<file path="config.mk">
export PLATFORM = sky130hd
export DESIGN_NAME = debug_overlay_top
export DESIGN_NICKNAME = d
export VERILOG_FILES = /design/src/source/debug_overlay_pkg.sv /design/src/source/debug_overlay_top.sv /design/src/source/overlay_mixer.sv /design/src/source/debug_value_render.sv /design/src/source/text_line_render.sv /design/src/source/bin_to_bcd.sv /design/src/source/glyph_rom.sv
export VERILOG_INCLUDE_DIRS = /design/src /design/src/source
export SDC_FILE = /design/constraint.sdc
export NUM_CORES = 1
export LEC_CHECK = 0
export ABC_AREA = 1
export BUFFER_PORTS_ARGS = -buffer_cell sky130_fd_sc_hd__buf_2
export CORE_MARGIN = 4
export CORE_UTILIZATION = 55
export DETAILED_ROUTE_END_ITERATION = 10
export PLACE_DENSITY = 0.77
export SLEW_MARGIN = 40
export SYNTH_ARGS = -nofsm -noshare
export SYNTH_HDL_FRONTEND = slang
export SYNTH_SLANG_ARGS = --single-unit
</file>
<file path="constraint.sdc">
create_clock -name clk -period 31.5 [get_ports clk]
set_clock_uncertainty 0.1 [all_clocks]
set_input_delay 1.575 -clock clk [delete_from_list [all_inputs] [get_ports clk]]
set_output_delay 1.575 -clock clk [all_outputs]
set_load 0.05 [all_outputs]
</file>
<file path="src/source/debug_overlay_config.svh">
`ifndef DEBUG_OVERLAY_CONFIG_SVH
`define DEBUG_OVERLAY_CONFIG_SVH

`define DBG_VALUE_W     16   // signed value shown on screen
`define DBG_BCD_DIGITS  5    // magnitude digits
`define DBG_GLYPHS      6    // digits plus sign glyph
`define DBG_FONT_W      8    // glyph width and height

`define DBG_PIXEL_W     12   // 4:4:4 rgb
`define DBG_LINE_W      48   // one text row across all glyphs

`define DBG_ORIGIN_X    32   // top-left corner of the text window
`define DBG_ORIGIN_Y    16
`define DBG_COORD_W     11   // raster x/y width

`endif
</file>
<file path="src/source/debug_overlay_pkg.sv">
`include "debug_overlay_config.svh"

package debug_overlay_pkg;

    localparam int unsigned CHAN_W = `DBG_PIXEL_W / 3;

    typedef struct packed {
        logic [CHAN_W-1:0] r;
        logic [CHAN_W-1:0] g;
        logic [CHAN_W-1:0] b;
    } pixel_t;

    // position of the pixel on the same cycle
    typedef struct packed {
        logic [`DBG_COORD_W-1:0] x;
        logic [`DBG_COORD_W-1:0] y;
        logic                    active;   // low in blanking
    } raster_t;

    typedef logic [3:0] glyph_code_t;   // 0-9 digits, see codes below

    localparam glyph_code_t GLYPH_MINUS = 4'd10;
    localparam glyph_code_t GLYPH_BLANK = 4'd15;

endpackage

</file>
<file path="src/source/debug_overlay_top.sv">
`timescale 1ns/1ns
`include "debug_overlay_config.svh"

module debug_overlay_top (
    input  logic                       clk,
    input  logic                       rst_n,
    input  logic [`DBG_VALUE_W-1:0]    value,
    input  logic                       value_load,
    input  logic                       frame_start,
    input  debug_overlay_pkg::pixel_t  pix_in,
    input  debug_overlay_pkg::raster_t pos,
    output debug_overlay_pkg::pixel_t  pix_out,
    output logic                       out_active
);

    logic [`DBG_VALUE_W-1:0]        disp_value;
    logic [$clog2(`DBG_FONT_W)-1:0] glyph_row;
    logic [`DBG_LINE_W-1:0]         line_bits;   // combinational return path

    overlay_mixer i_overlay_mixer (
        .clk         (clk),
        .rst_n       (rst_n),
        .value       (value),
        .value_load  (value_load),
        .frame_start (frame_start),
        .pix_in      (pix_in),
        .pos         (pos),
        .line_bits   (line_bits),
        .disp_value  (disp_value),
        .glyph_row   (glyph_row),
        .pix_out     (pix_out),
        .out_active  (out_active)
    );

    debug_value_render i_debug_value_render (
        .value     (disp_value),
        .row       (glyph_row),
        .line_bits (line_bits)
    );

endmodule

</file>
<file path="src/source/overlay_mixer.sv">
`timescale 1ns/1ns
`include "debug_overlay_config.svh"

module overlay_mixer (
    input  logic                              clk,
    input  logic                              rst_n,
    input  logic [`DBG_VALUE_W-1:0]           value,
    input  logic                              value_load,
    input  logic                              frame_start,
    input  debug_overlay_pkg::pixel_t         pix_in,
    input  debug_overlay_pkg::raster_t        pos,
    input  logic [`DBG_LINE_W-1:0]            line_bits,
    output logic [`DBG_VALUE_W-1:0]           disp_value,
    output logic [$clog2(`DBG_FONT_W)-1:0]    glyph_row,
    output debug_overlay_pkg::pixel_t         pix_out,
    output logic                              out_active
);

    localparam int COORD_W = `DBG_COORD_W;
    localparam int ROW_W   = $clog2(`DBG_FONT_W);
    localparam int COL_W   = $clog2(`DBG_LINE_W);

    localparam debug_overlay_pkg::pixel_t INK   = '0;   // black
    localparam debug_overlay_pkg::pixel_t PAPER = '1;   // white

    logic [`DBG_VALUE_W-1:0]   shadow_value;
    logic [COORD_W-1:0]        dx;
    logic [COORD_W-1:0]        dy;
    logic                      in_win;
    debug_overlay_pkg::pixel_t s1_pix;
    logic                      s1_active;
    logic                      s1_in_win;
    logic [ROW_W-1:0]          s1_row;
    logic [COL_W-1:0]          s1_col;
    logic [COL_W-1:0]          bit_idx;
    logic [`DBG_LINE_W-1:0]    line_bits_q;
    logic                      chk_valid;

    always_ff @(posedge clk) begin
        if (!rst_n) begin
            shadow_value <= '0;
            disp_value   <= '0;
        end else begin
            if (value_load)
                shadow_value <= value;
            if (frame_start)
                disp_value <= shadow_value;   // a coincident load waits one frame
        end
    end

    // offsets wrap when left of or above the origin
    assign dx     = pos.x - COORD_W'(`DBG_ORIGIN_X);
    assign dy     = pos.y - COORD_W'(`DBG_ORIGIN_Y);
    assign in_win = pos.active && (dx < COORD_W'(`DBG_LINE_W)) && (dy < COORD_W'(`DBG_FONT_W));

    always_ff @(posedge clk) begin
        if (!rst_n) begin
            s1_pix    <= '0;
            s1_active <= 1'b0;
            s1_in_win <= 1'b0;
        end else begin
            s1_pix    <= pix_in;
            s1_active <= pos.active;
            s1_in_win <= in_win;
        end
    end

    always_ff @(posedge clk) begin
        s1_row <= ~dy[ROW_W-1:0];   // top screen line is font row 7
        s1_col <= dx[COL_W-1:0];
    end

    assign glyph_row = s1_row;
    assign bit_idx   = COL_W'(`DBG_LINE_W - 1) - s1_col;   // column 0 is line bit 47

    always_ff @(posedge clk) begin
        if (!rst_n) begin
            pix_out    <= '0;
            out_active <= 1'b0;
        end else begin
            out_active <= s1_active;
            if (s1_in_win)
                pix_out <= line_bits[bit_idx] ? INK : PAPER;
            else
                pix_out <= s1_pix;
        end
    end

    always_ff @(posedge clk) begin
        if (!rst_n)
            chk_valid <= 1'b0;
        else
            chk_valid <= s1_in_win;
    end

    always_ff @(posedge clk) begin
        line_bits_q <= line_bits;
    end

    a_frame_start_origin: assert property (@(posedge clk) disable iff (!rst_n)
        frame_start |-> (pos.x == '0 && pos.y == '0));

    a_quiet_after_reset: assert property (@(posedge clk)
        $rose(rst_n) |-> (!out_active && pix_out == '0) ##1 (!out_active && pix_out == '0));

    // every 0-9 glyph has ink on each row, so an empty slot means a digit above 9
    for (genvar g = 0; g < `DBG_BCD_DIGITS; g++) begin : g_digit_check
        a_digit_range: assert property (@(posedge clk) disable iff (!rst_n)
            chk_valid |-> (line_bits_q[g*`DBG_FONT_W +: `DBG_FONT_W] != '0));
    end

endmodule

</file>
<file path="src/source/debug_value_render.sv">
`timescale 1ns/1ns
`include "debug_overlay_config.svh"

module debug_value_render (
    input  logic [`DBG_VALUE_W-1:0]        value,
    input  logic [$clog2(`DBG_FONT_W)-1:0] row,
    output logic [`DBG_LINE_W-1:0]         line_bits
);

    logic                          negative;
    logic [`DBG_VALUE_W-1:0]       magnitude;
    logic [4*`DBG_BCD_DIGITS-1:0]  bcd;

    assign negative  = value[`DBG_VALUE_W-1];
    assign magnitude = negative ? (~value + 1'b1) : value;   // 16'h8000 reads as 32768 unsigned

    bin_to_bcd i_bin_to_bcd (
        .bin (magnitude),
        .bcd (bcd)
    );

    text_line_render i_text_line_render (
        .bcd       (bcd),
        .negative  (negative),
        .row       (row),
        .line_bits (line_bits)
    );

endmodule

</file>
<file path="src/source/text_line_render.sv">
`timescale 1ns/1ns
`include "debug_overlay_config.svh"

module text_line_render (
    input  logic [4*`DBG_BCD_DIGITS-1:0]   bcd,
    input  logic                           negative,
    input  logic [$clog2(`DBG_FONT_W)-1:0] row,
    output logic [`DBG_LINE_W-1:0]         line_bits
);

    debug_overlay_pkg::glyph_code_t codes [`DBG_GLYPHS];

    // glyph 0 is the units digit, top glyph is the sign
    always_comb begin
        for (int g = 0; g < `DBG_BCD_DIGITS; g++) begin
            codes[g] = bcd[4*g +: 4];
        end
        codes[`DBG_GLYPHS-1] = negative ? debug_overlay_pkg::GLYPH_MINUS
                                        : debug_overlay_pkg::GLYPH_BLANK;
    end

    for (genvar g = 0; g < `DBG_GLYPHS; g++) begin : g_glyph
        glyph_rom i_glyph_rom (
            .digit      (codes[g]),
            .row        (row),
            .bitmap_row (line_bits[g*`DBG_FONT_W +: `DBG_FONT_W])
        );
    end

endmodule

</file>
<file path="src/source/bin_to_bcd.sv">
`timescale 1ns/1ns
`include "debug_overlay_config.svh"

module bin_to_bcd (
    input  logic [`DBG_VALUE_W-1:0]      bin,
    output logic [4*`DBG_BCD_DIGITS-1:0] bcd
);

    localparam int BIN_W = `DBG_VALUE_W;
    localparam int BCD_W = 4 * `DBG_BCD_DIGITS;

    // double dabble, bcd field sits above the binary field
    always_comb begin : dabble
        logic [BIN_W+BCD_W-1:0] sr;

        sr = '0;
        sr[BIN_W-1:0] = bin;
        for (int i = 0; i < BIN_W; i++) begin
            for (int j = 0; j < `DBG_BCD_DIGITS; j++) begin
                if (sr[BIN_W + 4*j +: 4] >= 4'd5)
                    sr[BIN_W + 4*j +: 4] = sr[BIN_W + 4*j +: 4] + 4'd3;
            end
            sr = sr << 1;
        end
        bcd = sr[BIN_W +: BCD_W];   // 5 digits hold up to 65535
    end

endmodule

</file>
<file path="src/source/glyph_rom.sv">
`timescale 1ns/1ns
`include "debug_overlay_config.svh"

module glyph_rom (
    input  debug_overlay_pkg::glyph_code_t     digit,
    input  logic [$clog2(`DBG_FONT_W)-1:0]     row,
    output logic [`DBG_FONT_W-1:0]             bitmap_row
);

    // row 7 is the top line, bit 7 the leftmost column
    always_comb begin
        bitmap_row = '0;   // blank and unused codes
        case (digit)
            4'd0: case (row)
                3'd7: bitmap_row = 8'b00111100;
                3'd6: bitmap_row = 8'b01000010;
                3'd5: bitmap_row = 8'b01000110;
                3'd4: bitmap_row = 8'b01001010;
                3'd3: bitmap_row = 8'b01010010;
                3'd2: bitmap_row = 8'b01100010;
                3'd1: bitmap_row = 8'b01000010;
                3'd0: bitmap_row = 8'b00111100;
            endcase
            4'd1: case (row)
                3'd7: bitmap_row = 8'b00011000;
                3'd6: bitmap_row = 8'b00101000;
                3'd5: bitmap_row = 8'b01001000;
                3'd4: bitmap_row = 8'b00001000;
                3'd3: bitmap_row = 8'b00001000;
                3'd2: bitmap_row = 8'b00001000;
                3'd1: bitmap_row = 8'b00001000;
                3'd0: bitmap_row = 8'b01111110;   // foot
            endcase
            4'd2: case (row)
                3'd7: bitmap_row = 8'b00111100;
                3'd6: bitmap_row = 8'b01000010;
                3'd5: bitmap_row = 8'b00000010;
                3'd4: bitmap_row = 8'b00000100;
                3'd3: bitmap_row = 8'b00001000;
                3'd2: bitmap_row = 8'b00010000;
                3'd1: bitmap_row = 8'b00100000;
                3'd0: bitmap_row = 8'b01111110;
            endcase
            4'd3: case (row)
                3'd7: bitmap_row = 8'b00111100;
                3'd6: bitmap_row = 8'b01000010;
                3'd5: bitmap_row = 8'b00000010;
                3'd4: bitmap_row = 8'b00011100;   // middle stroke
                3'd3: bitmap_row = 8'b00000010;
                3'd2: bitmap_row = 8'b00000010;
                3'd1: bitmap_row = 8'b01000010;
                3'd0: bitmap_row = 8'b00111100;
            endcase
            4'd4: case (row)
                3'd7: bitmap_row = 8'b00000100;
                3'd6: bitmap_row = 8'b00001100;
                3'd5: bitmap_row = 8'b00010100;
                3'd4: bitmap_row = 8'b00100100;
                3'd3: bitmap_row = 8'b01000100;
                3'd2: bitmap_row = 8'b01111110;
                3'd1: bitmap_row = 8'b00000100;
                3'd0: bitmap_row = 8'b00000100;
            endcase
            4'd5: case (row)
                3'd7: bitmap_row = 8'b01111110;
                3'd6: bitmap_row = 8'b01000000;
                3'd5: bitmap_row = 8'b01000000;
                3'd4: bitmap_row = 8'b01111100;
                3'd3: bitmap_row = 8'b00000010;
                3'd2: bitmap_row = 8'b00000010;
                3'd1: bitmap_row = 8'b01000010;
                3'd0: bitmap_row = 8'b00111100;
            endcase
            4'd6: case (row)
                3'd7: bitmap_row = 8'b00111100;
                3'd6: bitmap_row = 8'b01000000;
                3'd5: bitmap_row = 8'b01000000;
                3'd4: bitmap_row = 8'b01111100;
                3'd3: bitmap_row = 8'b01000010;
                3'd2: bitmap_row = 8'b01000010;
                3'd1: bitmap_row = 8'b01000010;
                3'd0: bitmap_row = 8'b00111100;
            endcase
            4'd7: case (row)
                3'd7: bitmap_row = 8'b01111110;
                3'd6: bitmap_row = 8'b00000010;
                3'd5: bitmap_row = 8'b00000100;
                3'd4: bitmap_row = 8'b00001000;
                3'd3: bitmap_row = 8'b00010000;   // stem down to the base
                3'd2: bitmap_row = 8'b00010000;
                3'd1: bitmap_row = 8'b00010000;
                3'd0: bitmap_row = 8'b00010000;
            endcase
            4'd8: case (row)
                3'd7: bitmap_row = 8'b00111100;
                3'd6: bitmap_row = 8'b01000010;
                3'd5: bitmap_row = 8'b01000010;
                3'd4: bitmap_row = 8'b00111100;
                3'd3: bitmap_row = 8'b01000010;
                3'd2: bitmap_row = 8'b01000010;
                3'd1: bitmap_row = 8'b01000010;
                3'd0: bitmap_row = 8'b00111100;
            endcase
            4'd9: case (row)
                3'd7: bitmap_row = 8'b00111100;
                3'd6: bitmap_row = 8'b01000010;
                3'd5: bitmap_row = 8'b01000010;
                3'd4: bitmap_row = 8'b00111110;
                3'd3: bitmap_row = 8'b00000010;
                3'd2: bitmap_row = 8'b00000010;
                3'd1: bitmap_row = 8'b00000010;
                3'd0: bitmap_row = 8'b00111100;
            endcase
            debug_overlay_pkg::GLYPH_MINUS: begin
                if (row == 3'd3)
                    bitmap_row = 8'b01111110;   // bar just below mid height
            end
            default: bitmap_row = '0;
        endcase
    end

endmodule

</file>
==> qor.yml <==
layout:
  diodes: 0
  final_nets: 1946
  area_growth_syn_to_layout_pct: 7.89
  final_layout_size_suffix_gt1_frac: 0.179
setup_path:
  cp_data_arrival_time_ps: 13250
  slowest_delay_ps: 620
  crit_top_cell: "nand2_1"
  critPathKind: "flop to flop"
  worstPathRequired_ps: 31600
  crit_family: "simple AND/OR/NAND/NOR gates"
  cp-end-kind: "flop"
  cpMaxStageDelayCell: "dfxtp_1"
  path_max_fanout: 14
  worst_setup_path_start_kind: "flop"
  path_buf_inv: 21
timing:
  timing.final.ws_setup_ps: 18340
  setup_tns_ps: 0
  min_period_ps: 13160
  tightest_slew_ps: 736
  fmax_mhz: 76.0
  drv_slew: 0
  relSlewSlack: 0.508
  rsz0062_at_grt: "false"
  hold_viol: 0
  finalSetupViolCount: 0
  fin_crit_sh: 0.418
synthesis:
  async_flop_share: 0
  synth_area_um2: 10200
  synth_cell_types: 47
  synth_sequential_area_ratio: 0.186
  yosysMostFrequentCell: "nand2_1"
  synth_edf_count: 0
  ys_ff_latch: 95
  ys_top_cells_by_area: "nand2_1, dfxtp_1, nand3_1, nor2_1, inv_1"
  yosys-top-cells-count: "nand2_1, nor2_1, inv_1"
  synthCells: 1781
  avgSynthCellArea_um2: 5.75
  yosys.area.top_type: "nand2_1"
  synth_top_area_frac: 0.228
  yosysWarnings: 0
  ys.flop_type: "dfxtp_1"
  synth_nets: 1892
routing:
  drt_first_pass_iters: 6
  wirelength_um: 26800
  drc: 0
  drt_iter0_markers: 871
  vias: 10900
  viasPerCell: 5.26
  wl_per_cell_um: 13.0
  postRouteAntennaNets: 0
grt:
  grt_overflow: 0
  grt_pass1_wl_um: 45600
  antenna_found_initial: 0
  grt_max_degree: 48
  grt_pass1_vias: 9964
  grtUsageTotal: 0.262
worst_hold_path:
  hold_path_class: "flop to flop"
run:
  drv_cap: 0
clock_network:
  root_buffer: "clkbuf_16"
  cts_made_buffers: 9
  holdBufCountCts: 0
  clkSlewWorstSetupHoldPaths_ps: 60
  clkLatencyLatePin_ps: 340
  cts.sinks: 95
  cts_tree: "yes"
  cts_setup_buffers: 0
  cts-resized-gates: 0
  htreeDepth: 3
  clockBufferDepth: 2
die:
  dieArea_um2: 20900
  start_util: 0.565
  core.rowCount: 49
  die_w_um: 145
  die_y_um: 145
  io-pin-count: 68
  core_um2: 18100
placed_design:
  io_buffers: 67
  dpl.hpwl_um: 20900
  pre_cts_ws_ps: 18480
  gp_congestion: 1.01
run_status:
  status: "finished, final reports clean"
metrics by stage:
| stage | hold slack [ps] | instance area, um^2 | cells | utilization |
|---|---|---|---|---|
| finish | 322 | 11100 | 2069 | 0.609 |
| detailed placement | 309 | 10800 | 2053 | 0.593 |
| global placement | 301 | 10800 | 2053 | 0.593 |
| CTS | 327 | 11100 | 2069 | 0.609 |
| global route | 355 | 11100 | 2069 | 0.609 |
| floorplan | 290 | 10200 | 1781 | - |
cell families after synthesis:
kind of cell,after synthesis,synth area share
AND/OR/NAND/NOR,1189,0.533
buffers and inverters,261,0.0975
AO/OA/AOI/OAI,161,0.0955
flip-flops,95,0.186
adder cells (fa/ha/maj),56,0.0684
XOR/XNOR,19,0.0198
cells in the final DEF (no fill, tap or decap), types with 4 or more instances in the layout:
| cell | n |
|---|---|
| nand2_1 | 623 |
| nor2_1 | 200 |
| inv_1 | 191 |
| nand3_1 | 158 |
| dfxtp_1 | 94 |
| nand2_2 | 87 |
| buf_2 | 67 |
| o21ai_0 | 62 |
| ha_1 | 56 |
| inv_2 | 38 |
| a21oi_1 | 36 |
| nand3_2 | 27 |
| nand2_4 | 21 |
| nor2_2 | 20 |
| o21ai_2 | 15 |
| o21ai_1 | 15 |
| nand4_1 | 14 |
| a21oi_2 | 14 |
| xor2_1 | 13 |
| nor2_4 | 9 |
| clkbuf_16 | 9 |
| clkinv_1 | 8 |
| and2_1 | 8 |
| nand3b_1 | 5 |
| a21o_1 | 5 |
| or2_2 | 4 |
| nor3_1 | 4 |
layer usage:
layer,GRT usage,up-vias,routed length (um)
li1,-,5693,-
met5,0,-,0
met2,0.422,386,11700
met1,0.365,4754,12100
met3,0.0460,48,2380
met4,0.0633,0,605
tightest hold or removal path: stages, from the launching register on:
cell     delay [ps]
dfxtp_1         310
nand2_1          50
inv_1            40
path summary, 6_finish.rpt:
path                                                                   from                                endpoint  slack, ps  cells after the start
worst max register to register  i_overlay_mixer.disp_value[15]$_SDFFE_PN0P_  i_overlay_mixer.pix_out[11]$_SDFF_PN0_      18340                    100
worst max-delay path            i_overlay_mixer.disp_value[15]$_SDFFE_PN0P_  i_overlay_mixer.pix_out[11]$_SDFF_PN0_      18340                    100
worst min register to register         i_overlay_mixer.s1_active$_SDFF_PN0_   i_overlay_mixer.out_active$_SDFF_PN0_        320                      2
worst min-delay path                   i_overlay_mixer.s1_active$_SDFF_PN0_   i_overlay_mixer.out_active$_SDFF_PN0_        320                      2
cell type report:
class                      instances  area (um^2)
inverter                         237          890
sequential                        95         1900
clock inverter                     7         67.6
clock buffer                       9          225
multi-input combinational       1425         7350
fill                            1783         7090
timing repair buffer              67          335
tap                              229          287
Power is left out: the tool's default activity adds up to more than one toggle a clock period on the data nets, which glitch-free logic cannot reach.
